==> src/hdl/nes_bridge_pkg.sv <==
// shared types for the NES board bridge
// address, button, register-write and memory command structs
// memory opcode enum and host register addresses
package nes_bridge_pkg;

  // 4 MB ROM and RAM space
  typedef logic [21:0] rom_addr_t;

  // NES controller order, MSB first
  typedef struct packed {
    logic right;
    logic left;
    logic down;
    logic up;
    logic start;
    logic select;
    logic b;
    logic a;
  } nes_buttons_t;

  typedef struct packed {
    logic [7:0] addr;
    logic [7:0] data;
    logic       valid;
  } host_wr_t;

  typedef struct packed {
    rom_addr_t  addr;
    logic [7:0] data;
    logic       valid;
  } loader_wr_t;

  typedef enum logic [2:0] {
    MEM_IDLE,
    MEM_READ_CPU,
    MEM_READ_PPU,
    MEM_WRITE,
    MEM_REFRESH
  } mem_op_e;

  // access request from the NES core
  typedef struct packed {
    logic       read_cpu;
    logic       read_ppu;
    logic       write;
    rom_addr_t  addr;
    logic [7:0] data;
  } nes_mem_req_t;

  typedef struct packed {
    mem_op_e    op;
    rom_addr_t  addr;
    logic [7:0] data;
  } mem_cmd_t;

  // one clock bit per player
  typedef struct packed {
    logic       strobe;
    logic [1:0] clk;
  } pad_ctrl_t;

  // host register map
  localparam logic [7:0] REG_LOADER_CONF = 8'h35;
  localparam logic [7:0] REG_BTN_P1      = 8'h40;
  localparam logic [7:0] REG_BTN_P2      = 8'h41;

endpackage

==> src/hdl/reset_sequencer.sv <==
// core reset generation
// power-on countdown, then reset button and Select+Down combo
`timescale 1ns/1ps

module reset_sequencer #(
  parameter int RESET_CYCLES = 255
) (
  input  logic                        clk,
  input  logic                        sys_resetn,
  input  logic                        i_reset_btn,
  input  nes_bridge_pkg::nes_buttons_t i_buttons_p1,
  output logic                        o_core_resetn
);

  logic [7:0] cnt_q;
  logic       combo;

  // home button on some pads sends Select+Down
  assign combo = i_buttons_p1.select & i_buttons_p1.down;

  always_ff @(posedge clk) begin
    if (!sys_resetn) begin
      cnt_q         <= 8'(RESET_CYCLES);
      o_core_resetn <= 1'b0;
    end else begin
      if (cnt_q != 8'd0) begin
        cnt_q         <= cnt_q - 8'd1;
        o_core_resetn <= 1'b0;
      end else begin
        // countdown finished, follow the buttons
        o_core_resetn <= ~i_reset_btn & ~combo;
      end
    end
  end

endmodule

==> src/hdl/host_regs.sv <==
// host register block
// loader configuration and forced button bytes for both players
`timescale 1ns/1ps

module host_regs (
  input  logic                         clk,
  input  logic                         sys_resetn,
  input  nes_bridge_pkg::host_wr_t     i_host_wr,
  output logic                         o_loader_reset,
  output nes_bridge_pkg::nes_buttons_t o_btn_p1,
  output nes_bridge_pkg::nes_buttons_t o_btn_p2
);

  import nes_bridge_pkg::*;

  // bit 0 of the configuration byte, the only bit with a meaning here
  logic conf_reset_q;

  always_ff @(posedge clk) begin
    if (!sys_resetn) begin
      conf_reset_q <= 1'b0;
      o_btn_p1     <= '0;
      o_btn_p2     <= '0;
    end else if (i_host_wr.valid) begin
      case (i_host_wr.addr)
        REG_LOADER_CONF: begin
          conf_reset_q <= i_host_wr.data[0];
        end
        REG_BTN_P1: begin
          o_btn_p1 <= nes_buttons_t'(i_host_wr.data);
        end
        REG_BTN_P2: begin
          o_btn_p2 <= nes_buttons_t'(i_host_wr.data);
        end
        default: begin
          // other addresses are ignored
        end
      endcase
    end
  end

  // loader held while the board is in reset or the host asks for it
  assign o_loader_reset = ~sys_resetn | conf_reset_q;

endmodule

==> src/hdl/rom_patch.sv <==
// ROM patch table
// replaces loader bytes at fixed ROM addresses
`timescale 1ns/1ps

module rom_patch (
  input  nes_bridge_pkg::rom_addr_t i_addr,
  input  logic [7:0]                i_data,
  output logic [7:0]                o_data
);

  import nes_bridge_pkg::*;

  localparam int N_PATCH = 8;

  // addresses are raw ROM offsets, iNES header already stripped
  localparam rom_addr_t PATCH_ADDR [N_PATCH] = '{
    22'h000755,
    22'h000756,
    22'h000757,
    22'h00075D,
    22'h000764,
    22'h003443,
    22'h0061D2,
    22'h0061E2
  };

  localparam logic [7:0] PATCH_DATA [N_PATCH] = '{
    // HUD text tiles
    8'h0A,
    8'h1B,
    8'h18,
    8'h0C,
    8'h28,
    // max run speed to the right
    8'h70,
    // fireball movement
    8'hCF,
    8'hCF
  };

  always_comb begin
    o_data = i_data;
    for (int i = 0; i < N_PATCH; i++) begin
      if (i_addr == PATCH_ADDR[i]) begin
        o_data = PATCH_DATA[i];
      end
    end
  end

endmodule

==> src/hdl/phase_sequencer.sv <==
// NES clock-enable sequencer
// phase counter with one memory slot and one NES step per period
`timescale 1ns/1ps

module phase_sequencer #(
  parameter int NES_PHASES = 5
) (
  input  logic clk,
  input  logic sys_resetn,
  input  logic i_enable,
  input  logic i_slot_free,
  output logic o_run_mem,
  output logic o_run_nes
);

  localparam int PW = $clog2(NES_PHASES);
  localparam logic [PW-1:0] LAST = PW'(NES_PHASES - 1);

  logic [PW-1:0] phase_q;

  always_ff @(posedge clk) begin
    if (!sys_resetn || !i_enable) begin
      phase_q <= '0;
    end else if (phase_q == '0 && !i_slot_free) begin
      // wait at phase 0 until the command slot drains
      phase_q <= '0;
    end else if (phase_q == LAST) begin
      phase_q <= '0;
    end else begin
      phase_q <= phase_q + 1'b1;
    end
  end

  assign o_run_mem = i_enable & (phase_q == '0) & i_slot_free;
  assign o_run_nes = i_enable & (phase_q == LAST);

endmodule

==> src/hdl/mem_arbiter.sv <==
// memory command arbiter
// one-entry command slot fed by loader writes and NES slots
// loader handshake and opcode selection
`timescale 1ns/1ps

module mem_arbiter (
  input  logic                         clk,
  input  logic                         sys_resetn,
  input  nes_bridge_pkg::loader_wr_t   i_loader_wr,
  input  logic [7:0]                   i_patched_data,
  input  logic                         i_loader_done,
  input  logic                         i_run_mem,
  input  nes_bridge_pkg::nes_mem_req_t i_nes_req,
  input  logic                         i_mem_ready,
  output logic                         o_loader_ready,
  output logic                         o_slot_free,
  output nes_bridge_pkg::mem_cmd_t     o_mem_cmd,
  output logic                         o_mem_valid
);

  import nes_bridge_pkg::*;

  logic     free_q;
  logic     loader_acc;
  logic     fill;
  logic     valid_d;
  mem_cmd_t cmd_d;

  assign o_slot_free    = free_q;
  assign o_loader_ready = free_q & ~i_loader_done;
  assign loader_acc     = i_loader_wr.valid & o_loader_ready;
  assign fill           = loader_acc | i_run_mem;

  // slot stays full until the controller takes the command
  assign valid_d = fill | (o_mem_valid & ~i_mem_ready);

  always_comb begin
    cmd_d.addr = i_nes_req.addr;
    cmd_d.data = i_nes_req.data;
    if (loader_acc) begin
      cmd_d.op   = MEM_WRITE;
      cmd_d.addr = i_loader_wr.addr;
      cmd_d.data = i_patched_data;
    end else if (i_run_mem) begin
      // write wins over reads, idle slots refresh
      if (i_nes_req.write) cmd_d.op = MEM_WRITE;
      else if (i_nes_req.read_cpu) cmd_d.op = MEM_READ_CPU;
      else if (i_nes_req.read_ppu) cmd_d.op = MEM_READ_PPU;
      else cmd_d.op = MEM_REFRESH;
    end else begin
      cmd_d.op = MEM_IDLE;
    end
  end

  always_ff @(posedge clk) begin
    if (!sys_resetn) begin
      o_mem_valid <= 1'b0;
      free_q      <= 1'b0;
    end else begin
      o_mem_valid <= valid_d;
      free_q      <= ~valid_d;
    end
  end

  // payload only changes when the slot is filled
  always_ff @(posedge clk) begin
    if (fill) begin
      o_mem_cmd <= cmd_d;
    end
  end

endmodule

==> src/hdl/joypad_port.sv <==
// joypad port for one player
// strobe latch and serial shift register toward the NES core
`timescale 1ns/1ps

module joypad_port (
  input  logic                         clk,
  input  logic                         sys_resetn,
  input  logic                         i_strobe,
  input  logic                         i_pad_clk,
  input  nes_bridge_pkg::nes_buttons_t i_buttons,
  output logic                         o_serial
);

  logic [7:0] shift_q;
  logic       pad_clk_q;
  logic       pad_fall;

  // previous clock level high, current low
  assign pad_fall = pad_clk_q & ~i_pad_clk;

  always_ff @(posedge clk) begin
    if (!sys_resetn) begin
      shift_q   <= '0;
      pad_clk_q <= 1'b0;
    end else begin
      pad_clk_q <= i_pad_clk;
      if (pad_fall) begin
        // zeros shift in once all eight buttons are out
        shift_q <= {1'b0, shift_q[7:1]};
      end else if (i_strobe) begin
        shift_q <= i_buttons;
      end
    end
  end

  assign o_serial = shift_q[0];

endmodule

==> src/hdl/nes_bridge_top.sv <==
// NES board bridge top level
// reset, host registers, ROM patching, phase sequencing,
// memory arbitration and both joypad ports
`timescale 1ns/1ps

module nes_bridge_top #(
  parameter int RESET_CYCLES = 255,
  parameter int NES_PHASES   = 5
) (
  input  logic                         clk,
  input  logic                         sys_resetn,
  input  logic                         i_reset_btn,
  input  nes_bridge_pkg::host_wr_t     i_host_wr,
  input  nes_bridge_pkg::loader_wr_t   i_loader_wr,
  output logic                         o_loader_ready,
  input  logic                         i_loader_done,
  input  nes_bridge_pkg::nes_mem_req_t i_nes_req,
  output nes_bridge_pkg::mem_cmd_t     o_mem_cmd,
  output logic                         o_mem_valid,
  input  logic                         i_mem_ready,
  input  nes_bridge_pkg::pad_ctrl_t    i_pad_ctrl,
  input  nes_bridge_pkg::nes_buttons_t i_pad_btn_p1,
  input  nes_bridge_pkg::nes_buttons_t i_pad_btn_p2,
  output logic [1:0]                   o_pad_data,
  output logic                         o_run_nes,
  output logic                         o_core_resetn,
  output logic                         o_loader_reset
);

  import nes_bridge_pkg::*;

  nes_buttons_t forced_p1;
  nes_buttons_t forced_p2;
  nes_buttons_t btn_p1;
  nes_buttons_t btn_p2;
  logic [7:0]   patched_data;
  logic         run_mem;
  logic         slot_free;

  // gamepad buttons plus whatever the host forces
  assign btn_p1 = i_pad_btn_p1 | forced_p1;
  assign btn_p2 = i_pad_btn_p2 | forced_p2;

  reset_sequencer #(
    .RESET_CYCLES(RESET_CYCLES)
  ) reset_sequencer_i (
    .clk          (clk),
    .sys_resetn   (sys_resetn),
    .i_reset_btn  (i_reset_btn),
    .i_buttons_p1 (btn_p1),
    .o_core_resetn(o_core_resetn)
  );

  host_regs host_regs_i (
    .clk           (clk),
    .sys_resetn    (sys_resetn),
    .i_host_wr     (i_host_wr),
    .o_loader_reset(o_loader_reset),
    .o_btn_p1      (forced_p1),
    .o_btn_p2      (forced_p2)
  );

  rom_patch rom_patch_i (
    .i_addr(i_loader_wr.addr),
    .i_data(i_loader_wr.data),
    .o_data(patched_data)
  );

  // NES runs only once the core is out of reset and the ROM is loaded
  phase_sequencer #(
    .NES_PHASES(NES_PHASES)
  ) phase_sequencer_i (
    .clk        (clk),
    .sys_resetn (sys_resetn),
    .i_enable   (o_core_resetn & i_loader_done),
    .i_slot_free(slot_free),
    .o_run_mem  (run_mem),
    .o_run_nes  (o_run_nes)
  );

  mem_arbiter mem_arbiter_i (
    .clk           (clk),
    .sys_resetn    (sys_resetn),
    .i_loader_wr   (i_loader_wr),
    .i_patched_data(patched_data),
    .i_loader_done (i_loader_done),
    .i_run_mem     (run_mem),
    .i_nes_req     (i_nes_req),
    .i_mem_ready   (i_mem_ready),
    .o_loader_ready(o_loader_ready),
    .o_slot_free   (slot_free),
    .o_mem_cmd     (o_mem_cmd),
    .o_mem_valid   (o_mem_valid)
  );

  joypad_port joypad_port_p1_i (
    .clk       (clk),
    .sys_resetn(sys_resetn),
    .i_strobe  (i_pad_ctrl.strobe),
    .i_pad_clk (i_pad_ctrl.clk[0]),
    .i_buttons (btn_p1),
    .o_serial  (o_pad_data[0])
  );

  joypad_port joypad_port_p2_i (
    .clk       (clk),
    .sys_resetn(sys_resetn),
    .i_strobe  (i_pad_ctrl.strobe),
    .i_pad_clk (i_pad_ctrl.clk[1]),
    .i_buttons (btn_p2),
    .o_serial  (o_pad_data[1])
  );

endmodule

==> config.mk <==
export PLATFORM = sky130hd
export DESIGN_NAME = nes_bridge_top
export DESIGN_NICKNAME = d
export VERILOG_FILES = /design/src/hdl/nes_bridge_pkg.sv /design/src/hdl/reset_sequencer.sv /design/src/hdl/host_regs.sv /design/src/hdl/rom_patch.sv /design/src/hdl/phase_sequencer.sv /design/src/hdl/mem_arbiter.sv /design/src/hdl/joypad_port.sv /design/src/hdl/nes_bridge_top.sv
export SDC_FILE = /design/constraint.sdc
export NUM_CORES = 1
export LEC_CHECK = 0
export ABC_AREA = 1
export CORE_MARGIN = 5
export CORE_UTILIZATION = 56
export DETAILED_ROUTE_END_ITERATION = 8
export DONT_BUFFER_PORTS = 1
export PLACE_DENSITY = 0.78
export REMOVE_ABC_BUFFERS = 1
export SYNTH_ARGS = -nofsm -noshare
export SYNTH_HDL_FRONTEND = slang
export SYNTH_SLANG_ARGS = --single-unit
==> constraint.sdc <==
create_clock -name clk -period 2.1 [get_ports clk]
set_clock_uncertainty 0.05 [all_clocks]
set_input_delay 0.21 -clock clk [delete_from_list [all_inputs] [get_ports clk]]
set_output_delay 0.21 -clock clk [all_outputs]
set_load 0.01 [all_outputs]
==> qor.tcl, run 1 <==
set qor(die_height_um) 96.3
set qor(mapped_cell_area_mm2) 0.00418
set qor(result_of_the_run) {finished, final reports clean}
set qor(period_minus_slack_ns) 1.69
set qor(synth_area_leader_cell) {sky130_fd_sc_hd__edfxtp_1}
set qor(critPathKind) {flip-flop to flip-flop}
set qor(die_x_um) 96.3
set qor(detail_route.first_pass.iterations) 5
set qor(grt_max_degree) 41
set qor(worst_r2r_endpoint) {reset_sequencer_i.o_core_resetn$_SDFF_PP0_}
set qor(insertion_delay_ns) 0.34
set qor(min-delay-start) {i_nes_req[5]}
set qor(globalRouteTotalUtil_pct) 22.2
set qor(maxSlewHeadroom_pct) 63.5
set qor(crit_path_max_fanout) 6
set qor(synth.cells.most_frequent) {115 x sky130_fd_sc_hd__nand2_1, 84 x sky130_fd_sc_hd__inv_1, 54 x sky130_fd_sc_hd__o21ai_0}
set qor(placed_cell_area_mm2) 0.00427
set qor(whs_ns) 0.00721
set qor(yosysMostFrequentCell) {sky130_fd_sc_hd__nand2_1}
set qor(ff2ff_setup_slack_ns) 0.41
set qor(post-route-period-util_pct) 80.4
set qor(ctsRootBufferMaster) {sky130_fd_sc_hd__clkbuf_8}
set qor(cts_sinks) 82
set qor(maxClockFrequency_mhz) 592
set qor(floorplan.io_pins) 145
set qor(cts.path.max_buffers) 2
set qor(powerDensity_mw_per_mm2) 690
set qor(initial_core_util_pct) 57.6
set qor(insertedDiodeCount) 0
set qor(worst_slew_pin_slew_ns) 0.546
set qor(fp-row-count) 31
set qor(drcViolationCount) 0
set qor(setup_repair_after_global_routing_missed_its_margin) {no}
set qor(design.final.nets) 662
set qor(standard_cell_core_area_mm2) 0.00725
set qor(place_worst_setup_slack_ns) 0.433
set qor(synth-edff-count) 33
set qor(whs_endpoint) {mem_arbiter_i.o_mem_cmd[5]$_DFFE_PP_}
set qor(detailed_place_hpwl_mm) 7.88
set qor(route.final.wire_length_mm) 10.3
set qor(synth.ff_latch_count) 82
set qor(postRouteAntennaNets) 0
set qor(postSynth.asyncResetShare_pct) 0
set qor(ys.warnings.count) 0
set qor(cts_bufs_inserted) 9
set qor(maxSlewViolCount) 0
set qor(io_buffers) 0
set qor(layout-drive-gt1-share_pct) 11.8
set qor(crit_arrival_ns) 1.87
set qor(start_kind) {flip-flop}
set qor(timing.reg2reg.worst_path_depth) 10
set qor(grt.overflow.total) 0
set qor(cts_tree) {done}
set qor(crit_end_element) {flip-flop}
set qor(synth-main-ff-cell) {sky130_fd_sc_hd__dfxtp_1}
set qor(finalWeightedCongestion) 0.868
set qor(timing.hold.worst.class) {primary input to flip-flop}
set qor(critPathRequiredTime_ns) 2.28
set qor(clkTransAtPathRegs_ns) 0.08
set qor(first_global_vias) 3311
set qor(grt_antenna_before_repair) 0
set qor(seq_area_frac_synth_pct) 47.2
set qor(synth_top_area_share_pct) 23.7
set qor(instances_no_fill) 658
set qor(first_pass_grt_wire_length_mm) 15.9
set qor(synthDistinctLibCells) 35
set qor(vdd.ir_drop.worst_mv) 0.375
set qor(post_detailed_route_via_to_cell_ratio) 5.35
set qor(r2r-start) {reset_sequencer_i.cnt_q[0]$_SDFFE_PN1P_}
set qor(area_delta_synth_final_pct) 9.65
set qor(setup_slack_ns) 0.412
set qor(finalInstanceArea_mm2) 0.00458
set qor(timing.max_cap.violations) 0
set qor(hold_depth) 2
set qor(h-tree-depth) 3
set qor(finalPower_uw) 3160
set qor(final_hold_viol_count) 0
set qor(ys_top_cells_by_area) {sky130_fd_sc_hd__edfxtp_1 24%, sky130_fd_sc_hd__dfxtp_1 23%, sky130_fd_sc_hd__nand2_1 10%, sky130_fd_sc_hd__inv_1 7.6%, sky130_fd_sc_hd__o21ai_0 6.5%}
set qor(dpl.cell_count) 631
set qor(dieArea_mm2) 0.00928
set qor(drt_iter0_markers) 145
set qor(syn_inst) 542
set qor(vias) 3518
set qor(synth.avg_cell_area_um2) 7.70
set qor(static-leakage-power_uw) 0.00199
set qor(routedWlPerCell_um) 15.7
set qor(final_setup_violation_count) 0
## power by group
part           leakage (uW)  switching [uW]  internal (uW)
logic               0.00119             175            111
clock network     0.0000975             569            554
registers          0.000705            37.0           1710
total               0.00199             781           2380
## sequential cells by signal, indices dropped and copies added (netlist names), 3 cells and up
signal	count
mem_arbiter_i.o_mem_cmd	33
host_regs_i.o_btn_p1	8
host_regs_i.o_btn_p2	8
joypad_port_p1_i.shift_q	8
joypad_port_p2_i.shift_q	8
reset_sequencer_i.cnt_q	8
phase_sequencer_i.phase_q	3
## critical path, cell delays in order, from the launching register on
cell and delay, ns:
sky130_fd_sc_hd__dfxtp_1 0.33, sky130_fd_sc_hd__inv_1 0.07, sky130_fd_sc_hd__ha_1 0.18, sky130_fd_sc_hd__inv_1 0.06, sky130_fd_sc_hd__nor3_2 0.13, sky130_fd_sc_hd__nand2_1 0.09, sky130_fd_sc_hd__inv_1 0.10, sky130_fd_sc_hd__nand3b_2 0.13
sky130_fd_sc_hd__nor2_4 0.15, sky130_fd_sc_hd__inv_1 0.09, sky130_fd_sc_hd__nor4_2 0.20
## per-stage QoR
step / TNS, ns / util (%)
floorplan: -16.74 / -
global placement: 0 / 58.8
detailed placement: 0 / 58.8
CTS: 0 / 63.0
global route: 0 / 63.1
finish: 0 / 63.1
## repair_timing
action / CTS / global route
hold endpoints to repair: 46 / 1
gates resized for setup: 0 / 0
hold buffers: 10 / 1
setup buffers: 0 / 0
## per-layer routing
| metal | routed length [um] | vias up | track usage (%) |
|---|---|---|---|
| met4 | 183 | 0 | 7.36 |
| met5 | 0 | - | 0 |
| met1 | 4290 | 1599 | 28.2 |
| li1 | - | 1779 | - |
| met2 | 4850 | 122 | 36.0 |
| met3 | 1000 | 18 | 6.65 |
## cell families (layout without fill, tap and decap cells)
logic type / count (synthesis) / in the layout / synth area share [%]
AOI/OAI and AO/OA: 101 / 101 / 13.5
xor gates and xnor gates: 2 / 2 / 0.420
adders and majority gates: 3 / 3 / 0.899
and+or+nand+nor: 245 / 245 / 27.6
DFF: 82 / 82 / 47.2
buffers and inverters: 109 / 126 / 10.3
## placed cells by master (no fill, tap or decap), types with 2 or more instances in the layout
| cell type | count |
|---|---|
| sky130_fd_sc_hd__nor3_1 | 15 |
| sky130_fd_sc_hd__dfxtp_1 | 49 |
| sky130_fd_sc_hd__a21boi_1 | 5 |
| sky130_fd_sc_hd__nor4_1 | 3 |
| sky130_fd_sc_hd__xnor2_1 | 2 |
| sky130_fd_sc_hd__buf_4 | 7 |
| sky130_fd_sc_hd__nor2_1 | 44 |
| sky130_fd_sc_hd__o211ai_1 | 13 |
| sky130_fd_sc_hd__nand3_1 | 29 |
| sky130_fd_sc_hd__a31oi_1 | 2 |
| sky130_fd_sc_hd__or2_2 | 6 |
| sky130_fd_sc_hd__dlygate4sd3_1 | 10 |
| sky130_fd_sc_hd__inv_2 | 7 |
| sky130_fd_sc_hd__nor4_2 | 2 |
| sky130_fd_sc_hd__nor3_2 | 2 |
| sky130_fd_sc_hd__o21ai_2 | 3 |
| sky130_fd_sc_hd__nand4_1 | 5 |
| sky130_fd_sc_hd__nor2_2 | 9 |
| sky130_fd_sc_hd__nor2_4 | 6 |
| sky130_fd_sc_hd__edfxtp_1 | 33 |
| sky130_fd_sc_hd__clkbuf_8 | 9 |
| sky130_fd_sc_hd__nand2_2 | 5 |
| sky130_fd_sc_hd__inv_4 | 2 |
| sky130_fd_sc_hd__inv_1 | 84 |
| sky130_fd_sc_hd__a21oi_1 | 23 |
| sky130_fd_sc_hd__ha_1 | 3 |
| sky130_fd_sc_hd__o21ai_0 | 54 |
| sky130_fd_sc_hd__nand2_1 | 115 |
## worst max-delay path by stage
| stage | start | to | slack [ns] |
|---|---|---|---|
| detailed placement | reset_sequencer_i.cnt_q[0]$_SDFFE_PN1P_ | reset_sequencer_i.cnt_q[5]$_SDFFE_PN1P_ | 0.43 |
| finish | reset_sequencer_i.cnt_q[0]$_SDFFE_PN1P_ | reset_sequencer_i.o_core_resetn$_SDFF_PP0_ | 0.41 |
| CTS | reset_sequencer_i.cnt_q[0]$_SDFFE_PN1P_ | reset_sequencer_i.cnt_q[5]$_SDFFE_PN1P_ | 0.42 |
| global placement | reset_sequencer_i.cnt_q[0]$_SDFFE_PN1P_ | reset_sequencer_i.cnt_q[5]$_SDFFE_PN1P_ | 0.56 |
| floorplan | mem_arbiter_i.o_slot_free$_SDFF_PN0_ | mem_arbiter_i.o_mem_cmd[30]$_SDFFCE_PP1P_ | -0.51 |
| global route | reset_sequencer_i.cnt_q[0]$_SDFFE_PN1P_ | reset_sequencer_i.o_core_resetn$_SDFF_PP0_ | 0.21 |
## area by class of cell
type	count	area (um^2)
Fill cell	631	2680
Tap cell	99	124
Multi-Input combinational cell	351	1770
Clock inverter	6	63.8
Timing Repair Buffer	18	173
Inverter	92	345
Clock buffer	10	128
Sequential cell	82	1970
Power figures use the tool's default switching activity.
==> inputs of run 2 (changes only) <==
PLACE_DENSITY = 0.81   (was 0.78)
clock period = 1.48 ns   (was 2.1 ns; I/O delays follow)
==> qor.tcl, run 2 (synthesis results as in run 1) <==
set qor(result_of_the_run) {finished, violations left}
set qor(violated_checks) {negative hold slack}
set qor(cts.path.max_buffers) 2
set qor(postRouteAntennaNets) 0
set qor(insertedDiodeCount) 0
set qor(vdd.ir_drop.worst_mv) 0.497
set qor(first_global_vias) 3809
set qor(final_common_cell) {sky130_fd_sc_hd__nand2_1}
set qor(io_buffers) 0
set qor(vias) 3901
set qor(layout.cells.most_common_list) {113 x sky130_fd_sc_hd__nand2_1, 76 x sky130_fd_sc_hd__inv_1, 57 x sky130_fd_sc_hd__dlygate4sd3_1}
set qor(floorplan.io_pins) 145
set qor(h-tree-depth) 3
set qor(routedWlPerCell_um) 15.7
set qor(grt.overflow.total) 0
set qor(whs_ns) -0.171
set qor(standard_cell_core_area_mm2) 0.00725
set qor(fp-row-count) 31
set qor(die_x_um) 96.3
set qor(maxSlewHeadroom_pct) 78.1
set qor(finalWeightedCongestion) 1.03
set qor(timing.critical_path.cells) {inv_2 > ha_4 > inv_2 > nor3_4 > nand2_1 > inv_2 > nand3b_4 > nor2_4 > inv_2 > nor2_4 > a31oi_1}
set qor(worst_path_most_repeated_cell) {sky130_fd_sc_hd__inv_2}
set qor(registers.top_by_ff_count) {mem_arbiter_i.o_mem_cmd}
set qor(post_detailed_route_via_to_cell_ratio) 5.37
set qor(final_hold_viol_count) 23
set qor(first_pass_grt_wire_length_mm) 17.7
set qor(period_minus_slack_ns) 1.46
set qor(start_kind) {flip-flop}
set qor(drt_iter0_markers) 143
set qor(maxSlewViolCount) 0
set qor(drcViolationCount) 0
set qor(critPathMaxStageDelay_ns) 0.33
set qor(die_height_um) 96.3
set qor(timing.hold.worst.class) {primary input to flip-flop}
set qor(critPathKind) {flip-flop to flip-flop}
set qor(crit_path_max_fanout) 3
set qor(ctsRootBufferMaster) {sky130_fd_sc_hd__clkbuf_8}
set qor(design.final.nets) 731
set qor(globalRouteTotalUtil_pct) 24.5
set qor(fillCellCount) 552
set qor(static-leakage-power_uw) 0.00232
set qor(critPathRequiredTime_ns) 1.67
set qor(cts_bufs_inserted) 9
set qor(crit_end_element) {flip-flop}
set qor(ff2ff_setup_slack_ns) 0.02
set qor(dieArea_mm2) 0.00928
set qor(setup_repair_after_global_routing_missed_its_margin) {yes}
set qor(grt_antenna_before_repair) 0
set qor(final_core_util_pct) 73.6
set qor(finalInstanceArea_mm2) 0.00534
set qor(largest_reg_flops) 33
set qor(post-route-period-util_pct) 98.6
set qor(worst_slew_pin_slew_ns) 0.328
set qor(critical-path-slowest-cell) {sky130_fd_sc_hd__dfxtp_2}
set qor(cts-hold-fix-buffers) 57
set qor(critPathTopFamily) {simple AND/OR/NAND/NOR gates}
set qor(cts_tree) {done}
set qor(initial_core_util_pct) 57.6
set qor(route.final.wire_length_mm) 11.4
set qor(layout-drive-gt1-share_pct) 17.0
set qor(clkTransAtPathRegs_ns) 0.09
set qor(tns_ns) 0
set qor(timing.max_cap.violations) 0
set qor(insertion_delay_ns) 0.35
set qor(area_delta_synth_final_pct) 27.9
set qor(detailed_place_hpwl_mm) 7.89
set qor(crit_arrival_ns) 1.65
set qor(powerDensity_mw_per_mm2) 855
set qor(crit_buf_inv) 4
set qor(cts_sinks) 82
set qor(detail_route.first_pass.iterations) 7
set qor(grt_max_degree) 45
set qor(final_setup_violation_count) 0
set qor(placed_cell_area_mm2) 0.00438
set qor(maxClockFrequency_mhz) 685
run 2: cell count changes in the layout (fill, tap and decap cells not counted), moves of 3 or more:
| cell | delta |
|---|---|
| sky130_fd_sc_hd__dlygate4sd3_1 | +47 |
| sky130_fd_sc_hd__inv_1 | -8 |
| sky130_fd_sc_hd__dfxtp_1 | -5 |
| sky130_fd_sc_hd__buf_4 | +15 |
| sky130_fd_sc_hd__buf_6 | +4 |
| sky130_fd_sc_hd__o21ai_1 | +3 |
| sky130_fd_sc_hd__inv_2 | +7 |
| sky130_fd_sc_hd__dfxtp_2 | +5 |
| sky130_fd_sc_hd__inv_6 | +3 |
| sky130_fd_sc_hd__o21ai_0 | -3 |
run 2: final timing paths:
kind	from	endpoint	cells after the start
setup / recovery	reset_sequencer_i.cnt_q[1]$_SDFFE_PN1P_	reset_sequencer_i.cnt_q[5]$_SDFFE_PN1P_	11
hold reg to reg	phase_sequencer_i.phase_q[0]$_SDFF_PP0_	phase_sequencer_i.phase_q[0]$_SDFF_PP0_	1
hold / removal	sys_resetn	reset_sequencer_i.cnt_q[2]$_SDFFE_PN1P_	1
setup reg to reg	reset_sequencer_i.cnt_q[1]$_SDFFE_PN1P_	reset_sequencer_i.cnt_q[5]$_SDFFE_PN1P_	11
run 2: final cells by class:
cell class / instances / area [um^2] / area share [%]
inverters: 92 / 348 / 6.52
clock buffers: 9 / 124 / 2.32
well taps: 99 / 124 / 2.32
flip-flops and latches: 82 / 1980 / 37.1
clock inverters: 7 / 60.1 / 1.12
multi-input cells: 351 / 1840 / 34.5
repair buffers: 87 / 866 / 16.2
run 2: per-stage QoR:
step	cells	worst slack (ns)	hold WS [ns]	power (uW)
floorplan	525	-1.13	0.172	2800
global placement	644	0.0272	0.177	2890
detailed placement	644	-0.0595	0.174	2910
CTS	719	-0.0679	-0.179	4540
global route	727	-0.0900	-0.171	4760
finish	727	0.0208	-0.171	4560
run 2: report_power, final:
| part | internal (uW) | total, uW | leakage, uW | switching [uW] |
|---|---|---|---|---|
| Sequential | 2430 | 2480 | 0.000706 | 53.2 |
| Combinational | 270 | 542 | 0.00152 | 272 |
| Clock | 639 | 1540 | 0.0000912 | 899 |
run 2: repair_timing:
item | CTS | global route
setup buffers | 2 | 5
gates cloned | 0 | 3
endpoints found under the hold margin | 71 | 22
endpoints found under the setup margin | 20 | 72
gates resized for setup | 18 | 16
pin swaps | 6 | 8
run 2: routing by layer:
metal | wire length [um] | track usage (%)
met5 | 0 | 0
met3 | 1130 | 6.02
met4 | 299 | 9.35
met1 | 4530 | 30.2
met2 | 5470 | 41.2
